==> config.mk <==
export PLATFORM = sky130hd
export DESIGN_NAME = cam_bist_top
export DESIGN_NICKNAME = d
export VERILOG_FILES = /design/src/hdl/cam_bist_pkg.sv /design/src/hdl/cam_bist_inhandler.sv /design/src/hdl/cam_bist_sequencer.sv /design/src/hdl/cam_port_arbiter.sv /design/src/hdl/cam_array.sv /design/src/hdl/cam_match_checker.sv /design/src/hdl/cam_bist_top.sv
export VERILOG_INCLUDE_DIRS = /design/src /design/src/hdl
export SDC_FILE = /design/constraint.sdc
export NUM_CORES = 1
export LEC_CHECK = 0
export ABC_AREA = 1
export BUFFER_PORTS_ARGS = -buffer_cell sky130_fd_sc_hd__buf_4
export CAP_MARGIN = 10
export CORE_MARGIN = 2
export CORE_UTILIZATION = 50
export CTS_CLUSTER_SIZE = 20
export DETAILED_ROUTE_END_ITERATION = 8
export MAX_ROUTING_LAYER = met4
export PLACE_DENSITY = 0.67
export SLEW_MARGIN = 20
export SYNTH_ARGS = -nofsm -noshare
export SYNTH_HDL_FRONTEND = slang
export SYNTH_HIERARCHICAL = 1
export SYNTH_SLANG_ARGS = --single-unit
==> constraint.sdc <==
create_clock -name bist_clk -period 5.8 [get_ports bist_clk]
set_input_delay 1.16 -clock bist_clk [delete_from_list [all_inputs] [get_ports bist_clk]]
set_output_delay 1.16 -clock bist_clk [all_outputs]
set_load 0.01 [all_outputs]
==> src/hdl/cam_bist_macros.svh <==
// CAM geometry and BIST pattern macros, included by the package and by RTL that needs the sizes
`ifndef CAM_BIST_MACROS_SVH
`define CAM_BIST_MACROS_SVH

// ----------------------------------------
// Array geometry
// ----------------------------------------

// Entry and search key width
`define CAM_DWIDTH 16

// Number of CAM entries
`define CAM_DEPTH 8

// Entry index width, log2 of the depth
`define CAM_AWIDTH 3

// Base BIST data, inverted in the second pass
`define CAM_BIST_PATTERN 16'hA5C3

`endif

==> src/hdl/cam_bist_pkg.sv <==
// Shared CAM BIST types, referenced by scoped name from every RTL block
`include "cam_bist_macros.svh"

package cam_bist_pkg;

   // ----------------------------------------
   // Vector types
   // ----------------------------------------

   // One key or one stored entry
   typedef logic [`CAM_DWIDTH-1:0] cam_data_t;
   // Entry index
   typedef logic [`CAM_AWIDTH-1:0] cam_addr_t;
   // Bit n set when entry n matched
   typedef logic [`CAM_DEPTH-1:0]  cam_match_t;

   // ----------------------------------------
   // Bundles
   // ----------------------------------------

   // One operation on the shared CAM port
   typedef struct packed {
      logic      valid;
      logic      write;
      cam_addr_t addr;
      cam_data_t data;
   } cam_op_t;

   // Host request payload, held stable while host_req is high
   typedef struct packed {
      logic      write;
      cam_addr_t addr;
      cam_data_t data;
   } host_req_t;

   // Expected search outcome for a BIST op
   typedef enum logic [1:0] {
      EXP_NONE,
      EXP_ALL,
      EXP_NONE_MATCH
   } expect_t;

   // BIST sequencer states
   typedef enum logic [2:0] {
      IDLE,
      WRITE,
      SEARCH_FULL,
      SEARCH_MASK,
      WAIT,
      DONE
   } bist_state_t;

endpackage

==> src/hdl/cam_bist_inhandler.sv <==
// BIST input handler, holds the rotating mask and forms write data and compare keys for the port
`timescale 1ns/1ps
`include "cam_bist_macros.svh"

module cam_bist_inhandler (
   input  logic                  bist_clk,
   input  logic                  rst_b,
   input  logic                  inv_data,
   input  logic                  mask_en,
   input  logic                  rotate,
   input  cam_bist_pkg::cam_op_t seq_op,
   output cam_bist_pkg::cam_op_t bist_op
);

   // One-hot mask
   cam_bist_pkg::cam_data_t mask;
   // Pattern after pass inversion
   cam_bist_pkg::cam_data_t wr_data;
   // Search key with the masked bit flipped
   cam_bist_pkg::cam_data_t cmp_key;

   // ----------------------------------------
   // Rotating mask
   // ----------------------------------------

   // Starts at bit 0, moves left one place per rotate pulse
   // Top bit wraps back to bit 0
   always_ff @(posedge bist_clk) begin
      if (!rst_b) begin
         mask <= cam_bist_pkg::cam_data_t'(1);
      end else if (rotate) begin
         mask <= {mask[`CAM_DWIDTH-2:0], mask[`CAM_DWIDTH-1]};
      end
   end

   // ----------------------------------------
   // Data and key generation
   // ----------------------------------------

   // Whole word flips in the inverted pass
   assign wr_data = `CAM_BIST_PATTERN ^ {`CAM_DWIDTH{inv_data}};

   // Masked search flips exactly one bit so no entry may match
   assign cmp_key = wr_data ^ (mask & {`CAM_DWIDTH{mask_en}});

   // Control fields come straight from the sequencer
   always_comb begin
      bist_op.valid = seq_op.valid;
      bist_op.write = seq_op.write;
      bist_op.addr  = seq_op.addr;
      // Writes store the plain pass data, searches use the key
      bist_op.data  = seq_op.write ? wr_data : cmp_key;
   end

endmodule

==> src/hdl/cam_bist_sequencer.sv <==
// March-style CAM BIST sequencer, runs the true and inverted passes under a four-phase req/ack
`timescale 1ns/1ps
`include "cam_bist_macros.svh"

module cam_bist_sequencer (
   input  logic                  bist_clk,
   input  logic                  rst_b,
   input  logic                  bist_req,
   input  logic                  check_only,
   output logic                  bist_ack,
   output logic                  bist_active,
   output logic                  inv_data,
   output logic                  mask_en,
   output logic                  rotate,
   output cam_bist_pkg::cam_op_t seq_op,
   output cam_bist_pkg::expect_t bist_expect
);

   // Width of the mask position counter
   localparam int BIT_W = $clog2(`CAM_DWIDTH);

   cam_bist_pkg::bist_state_t state;
   // Op state that the current WAIT follows
   cam_bist_pkg::bist_state_t op_state;
   // Second pass uses inverted data
   logic                      pass_inv;
   // Check-only request latched at start
   logic                      chk_only;
   cam_bist_pkg::cam_addr_t   entry;
   // Mask position of the current masked search
   logic [BIT_W-1:0]          bit_cnt;

   // ----------------------------------------
   // State machine
   // ----------------------------------------

   always_ff @(posedge bist_clk) begin
      if (!rst_b) begin
         state    <= cam_bist_pkg::IDLE;
         op_state <= cam_bist_pkg::IDLE;
         pass_inv <= 1'b0;
         chk_only <= 1'b0;
         entry    <= '0;
         bit_cnt  <= '0;
      end else begin
         case (state)
            cam_bist_pkg::IDLE: begin
               if (bist_req) begin
                  chk_only <= check_only;
                  pass_inv <= 1'b0;
                  entry    <= '0;
                  bit_cnt  <= '0;
                  // Retained contents are checked without rewriting
                  state    <= check_only ? cam_bist_pkg::SEARCH_FULL : cam_bist_pkg::WRITE;
               end
            end
            cam_bist_pkg::WRITE,
            cam_bist_pkg::SEARCH_FULL,
            cam_bist_pkg::SEARCH_MASK: begin
               // Every op is followed by one idle cycle
               op_state <= state;
               state    <= cam_bist_pkg::WAIT;
            end
            cam_bist_pkg::WAIT: begin
               case (op_state)
                  cam_bist_pkg::WRITE: begin
                     if (entry == cam_bist_pkg::cam_addr_t'(`CAM_DEPTH-1)) begin
                        entry <= '0;
                        state <= cam_bist_pkg::SEARCH_FULL;
                     end else begin
                        entry <= entry + 1'b1;
                        state <= cam_bist_pkg::WRITE;
                     end
                  end
                  cam_bist_pkg::SEARCH_FULL: begin
                     bit_cnt <= '0;
                     state   <= cam_bist_pkg::SEARCH_MASK;
                  end
                  default: begin
                     // Last mask bit ends the pass, mask has wrapped to bit 0
                     if (bit_cnt == BIT_W'(`CAM_DWIDTH-1)) begin
                        bit_cnt <= '0;
                        if (pass_inv) begin
                           state <= cam_bist_pkg::DONE;
                        end else begin
                           pass_inv <= 1'b1;
                           state    <= chk_only ? cam_bist_pkg::SEARCH_FULL :
                                                  cam_bist_pkg::WRITE;
                        end
                     end else begin
                        bit_cnt <= bit_cnt + 1'b1;
                        state   <= cam_bist_pkg::SEARCH_MASK;
                     end
                  end
               endcase
            end
            cam_bist_pkg::DONE: begin
               // Hold ack until the requester lets go
               if (!bist_req) begin
                  state <= cam_bist_pkg::IDLE;
               end
            end
            default: begin
               state <= cam_bist_pkg::IDLE;
            end
         endcase
      end
   end

   // ----------------------------------------
   // Decoded outputs
   // ----------------------------------------

   assign bist_ack    = (state == cam_bist_pkg::DONE);
   // Busy from the first op state until ack
   assign bist_active = (state != cam_bist_pkg::IDLE) && (state != cam_bist_pkg::DONE);
   assign inv_data    = pass_inv;
   assign mask_en     = (state == cam_bist_pkg::SEARCH_MASK);
   // Advance the mask in the wait slot after each masked search
   assign rotate      = (state == cam_bist_pkg::WAIT) && (op_state == cam_bist_pkg::SEARCH_MASK);

   always_comb begin
      seq_op.valid = (state == cam_bist_pkg::WRITE) || (state == cam_bist_pkg::SEARCH_FULL) ||
                     (state == cam_bist_pkg::SEARCH_MASK);
      seq_op.write = (state == cam_bist_pkg::WRITE);
      seq_op.addr  = entry;
      // Data is filled in by the input handler
      seq_op.data  = '0;
      case (state)
         cam_bist_pkg::SEARCH_FULL: bist_expect = cam_bist_pkg::EXP_ALL;
         cam_bist_pkg::SEARCH_MASK: bist_expect = cam_bist_pkg::EXP_NONE_MATCH;
         default:                   bist_expect = cam_bist_pkg::EXP_NONE;
      endcase
   end

endmodule

==> src/hdl/cam_port_arbiter.sv <==
// Arbiter for the single CAM port, BIST owns it while active and the host is served otherwise
`timescale 1ns/1ps

module cam_port_arbiter (
   input  logic                     bist_clk,
   input  logic                     rst_b,
   input  logic                     bist_active,
   input  cam_bist_pkg::cam_op_t    bist_op,
   input  logic                     host_req,
   input  cam_bist_pkg::host_req_t  host_cmd,
   output logic                     host_ack,
   output cam_bist_pkg::cam_match_t host_match,
   output cam_bist_pkg::cam_op_t    cam_op,
   input  cam_bist_pkg::cam_match_t cam_match,
   output cam_bist_pkg::cam_match_t bist_match
);

   // Host handshake states
   typedef enum logic [1:0] {
      H_IDLE,
      H_ISSUE,
      H_RESULT,
      H_ACK
   } host_state_t;

   host_state_t           hstate;
   cam_bist_pkg::cam_op_t host_op;

   // ----------------------------------------
   // Host four-phase FSM
   // ----------------------------------------

   always_ff @(posedge bist_clk) begin
      if (!rst_b) begin
         hstate <= H_IDLE;
      end else begin
         case (hstate)
            H_IDLE:   if (host_req && !bist_active) hstate <= H_ISSUE;
            // Lost the port to BIST, try again once it is done
            H_ISSUE:  hstate <= bist_active ? H_IDLE : H_RESULT;
            H_RESULT: hstate <= H_ACK;
            H_ACK:    if (!host_req) hstate <= H_IDLE;
            default:  hstate <= H_IDLE;
         endcase
      end
   end

   // Match vector of the host op returns one cycle after issue
   always_ff @(posedge bist_clk) begin
      if (hstate == H_RESULT) begin
         host_match <= cam_match;
      end
   end

   assign host_ack = (hstate == H_ACK);

   // ----------------------------------------
   // Port mux and match routing
   // ----------------------------------------

   // Host op is issued for one cycle only
   always_comb begin
      host_op.valid = (hstate == H_ISSUE);
      host_op.write = host_cmd.write;
      host_op.addr  = host_cmd.addr;
      host_op.data  = host_cmd.data;
   end

   assign cam_op     = bist_active ? bist_op : host_op;
   assign bist_match = bist_active ? cam_match : '0;

endmodule

==> src/hdl/cam_array.sv <==
// Behavioral binary CAM, synchronous write and registered match vector on one shared port
`timescale 1ns/1ps
`include "cam_bist_macros.svh"

module cam_array (
   input  logic                     bist_clk,
   input  cam_bist_pkg::cam_op_t    cam_op,
   output cam_bist_pkg::cam_match_t match
);

   // Entry storage, undefined until written
   cam_bist_pkg::cam_data_t entries [`CAM_DEPTH];

   // Search result before the output register
   cam_bist_pkg::cam_match_t hit;

   // ----------------------------------------
   // Write
   // ----------------------------------------

   // Data lands on the edge the op is presented
   always_ff @(posedge bist_clk) begin
      if (cam_op.valid && cam_op.write) begin
         entries[cam_op.addr] <= cam_op.data;
      end
   end

   // ----------------------------------------
   // Search
   // ----------------------------------------

   // Full-width compare of the key against every entry
   always_comb begin
      for (int n = 0; n < `CAM_DEPTH; n++) begin
         hit[n] = (entries[n] == cam_op.data);
      end
   end

   // Result valid the cycle after the search
   // Cleared when no search is on the port
   always_ff @(posedge bist_clk) begin
      if (cam_op.valid && !cam_op.write) begin
         match <= hit;
      end else begin
         match <= '0;
      end
   end

endmodule

==> src/hdl/cam_match_checker.sv <==
// BIST result checker, compares match vectors with the expectation and records the first failure
`timescale 1ns/1ps
`include "cam_bist_macros.svh"

module cam_match_checker (
   input  logic                     bist_clk,
   input  logic                     rst_b,
   input  logic                     bist_req,
   input  cam_bist_pkg::expect_t    bist_expect,
   input  cam_bist_pkg::cam_match_t bist_match,
   output logic                     fail,
   output cam_bist_pkg::cam_addr_t  fail_entry
);

   // Expectation aligned with the returning vector
   cam_bist_pkg::expect_t    exp_q;
   logic                     req_q;
   cam_bist_pkg::cam_match_t mismatch;
   cam_bist_pkg::cam_addr_t  low_idx;

   // Bits that differ from all-ones or all-zeros
   always_comb begin
      case (exp_q)
         cam_bist_pkg::EXP_ALL:        mismatch = ~bist_match;
         cam_bist_pkg::EXP_NONE_MATCH: mismatch = bist_match;
         default:                      mismatch = '0;
      endcase
   end

   // Lowest mismatching entry wins
   always_comb begin
      low_idx = '0;
      for (int i = `CAM_DEPTH-1; i >= 0; i--) begin
         if (mismatch[i]) low_idx = cam_bist_pkg::cam_addr_t'(i);
      end
   end

   always_ff @(posedge bist_clk) begin
      if (!rst_b) begin
         exp_q      <= cam_bist_pkg::EXP_NONE;
         req_q      <= 1'b0;
         fail       <= 1'b0;
         fail_entry <= '0;
      end else begin
         exp_q <= bist_expect;
         req_q <= bist_req;
         // New run starts with a clean record
         if (bist_req && !req_q) begin
            fail       <= 1'b0;
            fail_entry <= '0;
         end else if (!fail && (|mismatch)) begin
            fail       <= 1'b1;
            fail_entry <= low_idx;
         end
      end
   end

endmodule

==> src/hdl/cam_bist_top.sv <==
// CAM BIST subsystem top, ties the sequencer, input handler, arbiter, CAM array and checker together
`timescale 1ns/1ps

module cam_bist_top (
   input  logic                     bist_clk,
   input  logic                     rst_b,
   input  logic                     bist_req,
   input  logic                     check_only,
   output logic                     bist_ack,
   output logic                     bist_active,
   input  logic                     host_req,
   input  cam_bist_pkg::host_req_t  host_cmd,
   output logic                     host_ack,
   output cam_bist_pkg::cam_match_t host_match,
   output logic                     fail,
   output cam_bist_pkg::cam_addr_t  fail_entry
);

   // ----------------------------------------
   // Internal nets
   // ----------------------------------------

   logic                     inv_data;
   logic                     mask_en;
   logic                     rotate;
   // Op skeleton from the sequencer
   cam_bist_pkg::cam_op_t    seq_op;
   // Completed BIST op with data
   cam_bist_pkg::cam_op_t    bist_op;
   cam_bist_pkg::expect_t    bist_expect;
   // Arbitrated port to the array
   cam_bist_pkg::cam_op_t    cam_op;
   cam_bist_pkg::cam_match_t cam_match;
   cam_bist_pkg::cam_match_t bist_match;

   cam_bist_sequencer u_sequencer (
      .bist_clk    (bist_clk),
      .rst_b       (rst_b),
      .bist_req    (bist_req),
      .check_only  (check_only),
      .bist_ack    (bist_ack),
      .bist_active (bist_active),
      .inv_data    (inv_data),
      .mask_en     (mask_en),
      .rotate      (rotate),
      .seq_op      (seq_op),
      .bist_expect (bist_expect)
   );

   cam_bist_inhandler u_inhandler (
      .bist_clk (bist_clk),
      .rst_b    (rst_b),
      .inv_data (inv_data),
      .mask_en  (mask_en),
      .rotate   (rotate),
      .seq_op   (seq_op),
      .bist_op  (bist_op)
   );

   cam_port_arbiter u_arbiter (
      .bist_clk    (bist_clk),
      .rst_b       (rst_b),
      .bist_active (bist_active),
      .bist_op     (bist_op),
      .host_req    (host_req),
      .host_cmd    (host_cmd),
      .host_ack    (host_ack),
      .host_match  (host_match),
      .cam_op      (cam_op),
      .cam_match   (cam_match),
      .bist_match  (bist_match)
   );

   cam_array u_array (
      .bist_clk (bist_clk),
      .cam_op   (cam_op),
      .match    (cam_match)
   );

   cam_match_checker u_checker (
      .bist_clk    (bist_clk),
      .rst_b       (rst_b),
      .bist_req    (bist_req),
      .bist_expect (bist_expect),
      .bist_match  (bist_match),
      .fail        (fail),
      .fail_entry  (fail_entry)
   );

endmodule

# --- Yosys cells after proc, flatten, opt, wreduce, memory -nomap -nowiden ---
# Memory sizes are Yosys's and may differ from the RTL's.
# Index checks and enable logic that the tools add are counted.
# Widths: inputs -> output; s select.
totals:
  register_bits: 56
  mem_bits_rw: 128
  inputBits: 25
  mem_count: 1
classes:
  addsub: 2
  n_eq_ne: 32
  mux: 40
  bitwise: 5
  reduce_logical: 27
memory_table:
  columns: ["name", "words", "width", "read_ports", "rd_clocked_by_memory_dff", "wr", "line", "rtl"]
  rows:
  - ["u_array.entries", 8, 16, 8, 0, 1, "cam_array.sv:12", "cam_bist_pkg::cam_data_t entries [`CAM_DEPTH];"]
op_table:
  columns: ["operator", "count"]
  rows:
  - ["$eq 16x16->1", 8]
  - ["$mux 3", 15]
  - ["$mux 21", 1]
  - ["$and 16x16->16", 1]
  - ["$mux 16", 1]
  - ["$not 8->8", 2]
  - ["$pmux 4 s2", 2]
  - ["$pmux 8 s2", 1]
  - ["$xor 16x16->16", 1]
  - ["$eq 3x2->1 const B", 4]
  - ["$mux 2", 6]
  - ["$ne 2x2->1 const B", 6]
  - ["$pmux 3 s2", 2]
  - ["$pmux 3 s4", 1]
  - ["$eq 3x3->1 const B", 3]
  - ["$mux 4", 2]
  - ["$mux 8", 1]
  - ["$pmux 2 s4", 1]
  - ["$reduce_or 8->1", 1]
  - ["$logic_and 1x1->1", 7]
  - ["$eq 2x2->1 const B", 3]
  - ["$eq 3x1->1 const B", 2]
  - ["$reduce_and 2->1", 3]
  - ["$reduce_and 3->1", 2]
  - ["other kinds (19)", 30]

# --- Depth between registers and ports, before layout ---
depth:
  depth_word: 13
  ltp_mapped: 21
  ltp_nobuf: 18

# --- Cells and area by module ---
# The synthesis kept the hierarchy.
modules_own_cells:
  columns: ["module", "n_inst", "cells_each", "area_per_inst_um2"]
  rows:
  - ["cam_array", 1, 561, 6068.3]
  - ["cam_bist_sequencer", 1, 158, 1026.0]
  - ["cam_bist_inhandler", 1, 164, 1003.5]
  - ["cam_port_arbiter", 1, 111, 676.9]
  - ["cam_match_checker", 1, 83, 461.7]

# --- Worst setup path before layout ---
# OpenSTA, ideal clock, no wires.
synth_path:
  path_kind: "flip-flop to flip-flop"
  from: "register u_sequencer.state[0]"
  to: "memory u_array/entries[1][0] in the netlist's numbering (enable)"
  setup_ns: 0.388
  t_arrival_ns: 2.229
  required_ns: 5.412
  slack_ns: 3.183
  stages_incl_launch_ff: 11
  cell_sequence: "dfxtp_1 > nor2_4 > nand2_1 > inv_1 > nor2_1 > buf_4 > buf_6 > nand2_1 > nand2_1 > nand3_1 > nor2_1"
synth_lines:
  columns: ["item", "line", "rtl"]
  rows:
  - ["start: declaration", "cam_bist_sequencer.sv:22", "cam_bist_pkg::bist_state_t state;"]
  - ["start signal: assignment", "cam_bist_sequencer.sv:39", "state <= cam_bist_pkg::IDLE;"]
  - ["start signal: assignment", "cam_bist_sequencer.sv:54", "state <= check_only ? cam_bist_pkg::SEARCH_FULL : cam_bist_pkg::WRITE;"]
  - ["start signal: assignment", "cam_bist_sequencer.sv:62", "state <= cam_bist_pkg::WAIT;"]
  - ["end: declaration", "cam_array.sv:12", null]

==> summary.md <==
| Metric | Value |
|---|---|
| Post-CTS setup buffers | 0 |
| Initial Utilization | 50.90% |
| Clk Latency, worst-skew pair | 0.43 ns |
| Cts repair resizes | 0 |
| GRT Util Overall | 23.04% |
| Final RePlAce weighted congestion | 0.8252 |
| Ys Warns | 6 |
| Global-route wire length before repair | 33.46 mm |
| Via-per-instance ratio | 5.139 |
| Power Total | 4.131 mW |
| Synthesized area per cell | 8.597 um2 |
| Clock Path Buffers | 2 |
| Max-Cap Viols | 0 |
| Die area | 0.01932 mm2 |
| Area delta synth->final | 10.92% |
| CTS Buf Count | 17 |
| Cells after Synth | 1060 |
| Starting DRT DRC Count | 644 |
| I/O Pins | 40 |
| Mapped Area | 0.009112 mm2 |
| WL per Instance | 15.88 um |
| Crit end category | register |
| Drt first pass iters | 5 |
| Leak pwr | 4.376 nW |
| Final WL | 21.20 mm |
| Largest net degree at the start of global routing | 33 |
| Diode count | 0 |
| Max IR drop VDD | 245.7 uV |
| Clk sinks | 184 |
| Final Skew | 0.01229 ns |
| Outcome | complete, no violations |
| Total grt overflow | 0 |
| Via count | 6860 |
| Residual DRC | 0 |
| Final period utilization | 59.53% |
| Chip width | 139 um |
| H-tree levels | 4 |
| RSZ-0062 raised after global routing | no |
| Clock root cell | clkbuf_16 |
| Post-route ant nets | 0 |
| Setup tns final | 0 ns |
| Rel. slew slack | 37.30% |
| Worst Path Required | 6.11 ns |
| Detailed placer's ending HPWL | 13.85 mm |
| WP data arrival | 3.76 ns |
| Maximum operating frequency | 289.6 MHz |
| Total core area | 0.01790 mm2 |
| Final setup violation count | 0 |
| Die H | 139 um |
| Net Count, Synth | 1088 |
| CTS tree | built |
| Pwr per Cell Area | 408.7 mW/mm2 |
| Share of cells above drive strength 1 | 11.93% |
| Initial antenna violation count | 0 |
| Startpoint types | register |
| Worst-Margin Slew | 0.9382 ns |
| Crit Path Max Fanout | 24 |
| Crit Path Class | register to register |
| Hold buffer count at CTS | 0 |
| Post-layout minimum cycle time | 3.453 ns |
| IO Port Bufs | 39 |
| Worst-path clk slew | 0.07 ns |
| Vias in the first global route | 6410 |
| Hold Crit Class | register to register |
| Row cnt | 49 |
| Nets | 1121 |
| Final Max Tran Viols | 0 |
| Count of final hold-check violations | 0 |
area by class of cell:
cell class / instances / area, um2
Multi-Input combinational cell: 711 / 3302
Tap cell: 229 / 286.5
Timing Repair Buffer: 53 / 397.9
Sequential cell: 184 / 5045
Fill cell: 1631 / 7795
Clock buffer: 25 / 548.0
Clock inverter: 7 / 52.55
Inverter: 126 / 475.5
worst paths after layout:
path | from | to | slack, ns | cells after the start
worst max register to register | u_sequencer/state[0] | u_array/match[6] | 2.35 | 17
worst min-delay path | u_checker/fail_entry[2] | u_checker/fail_entry[2] | 0.44 | 2
worst max-delay path | u_sequencer/state[0] | u_array/match[6] | 2.35 | 17
worst min register to register | u_checker/fail_entry[2] | u_checker/fail_entry[2] | 0.44 | 2
per-stage QoR:
stage	area (um2)	util (%)	worst slack (ns)	std cells	hold slack [ns]
after floorplan	9112	-	3.183	1060	0.4086
after global placement	9502	53.08	2.331	1303	0.4324
after detailed placement	9507	53.10	2.398	1303	0.4336
after CTS	10110	56.46	2.367	1335	0.4441
after global routing	10110	56.46	2.015	1335	0.4623
final	10110	56.46	2.347	1335	0.4425
power by group:
part | internal (mW) | switching, mW | total (mW)
Clock | 0.662 | 0.498 | 1.16
Combinational | 0.383 | 0.953 | 1.34
Sequential | 1.59 | 0.0407 | 1.64
cell usage in the layout (no fill, tap or decap), types with 3 or more instances in the layout:
cell type  count
inv_1        105
clkbuf_8       5
nor2_2        10
nor2_1       141
nand2_1      338
ha_1           3
nand2_4        3
inv_2         19
a21oi_1       16
o21ai_2        3
clkbuf_16     19
o21ai_0       29
xor2_1        10
xnor2_1       42
o21ai_1       19
clkinv_4       3
inv_4          3
dfxtp_1       48
edfxtp_1     136
nand3_1       52
nand4_1       17
nand2_2        7
o22ai_1       13
buf_4         53
worst max-delay path, cell delays in order (launching register included):
cell and delay [ns]:
dfxtp_1 0.48, inv_1 0.09, nor2_1 0.09, inv_1 0.09, nor2_1 0.58, inv_4 0.24, nand3_1 0.13, nand2_1 0.06
nand2_1 0.09, nand2_1 0.05, nand2_1 0.48, inv_2 0.32, nor2_1 0.19, nor2_1 0.07, nand2_1 0.09, nor2_1 0.05
nand3_1 0.13, nor2_1 0.09
flip-flops by register name, indices dropped and copies added (netlist names), 2 cells and up, named ones only:
signal	count
u_checker/fail_entry	3
u_array/entries	128
u_arbiter/host_match	8
u_sequencer/bit_cnt	4
u_array/match	8
u_checker/exp_q	2
u_sequencer/entry	3
u_inhandler/mask	16
u_sequencer/state	3
u_sequencer/op_state	3
metal layers:
metal	GRT usage, %	share of wire (%)
met4	7.124	1.9
met2	36.27	47
met5	-	0
met1	30.80	45
met3	3.936	5.7
No activity file was read; power rests on OpenSTA's default activity.
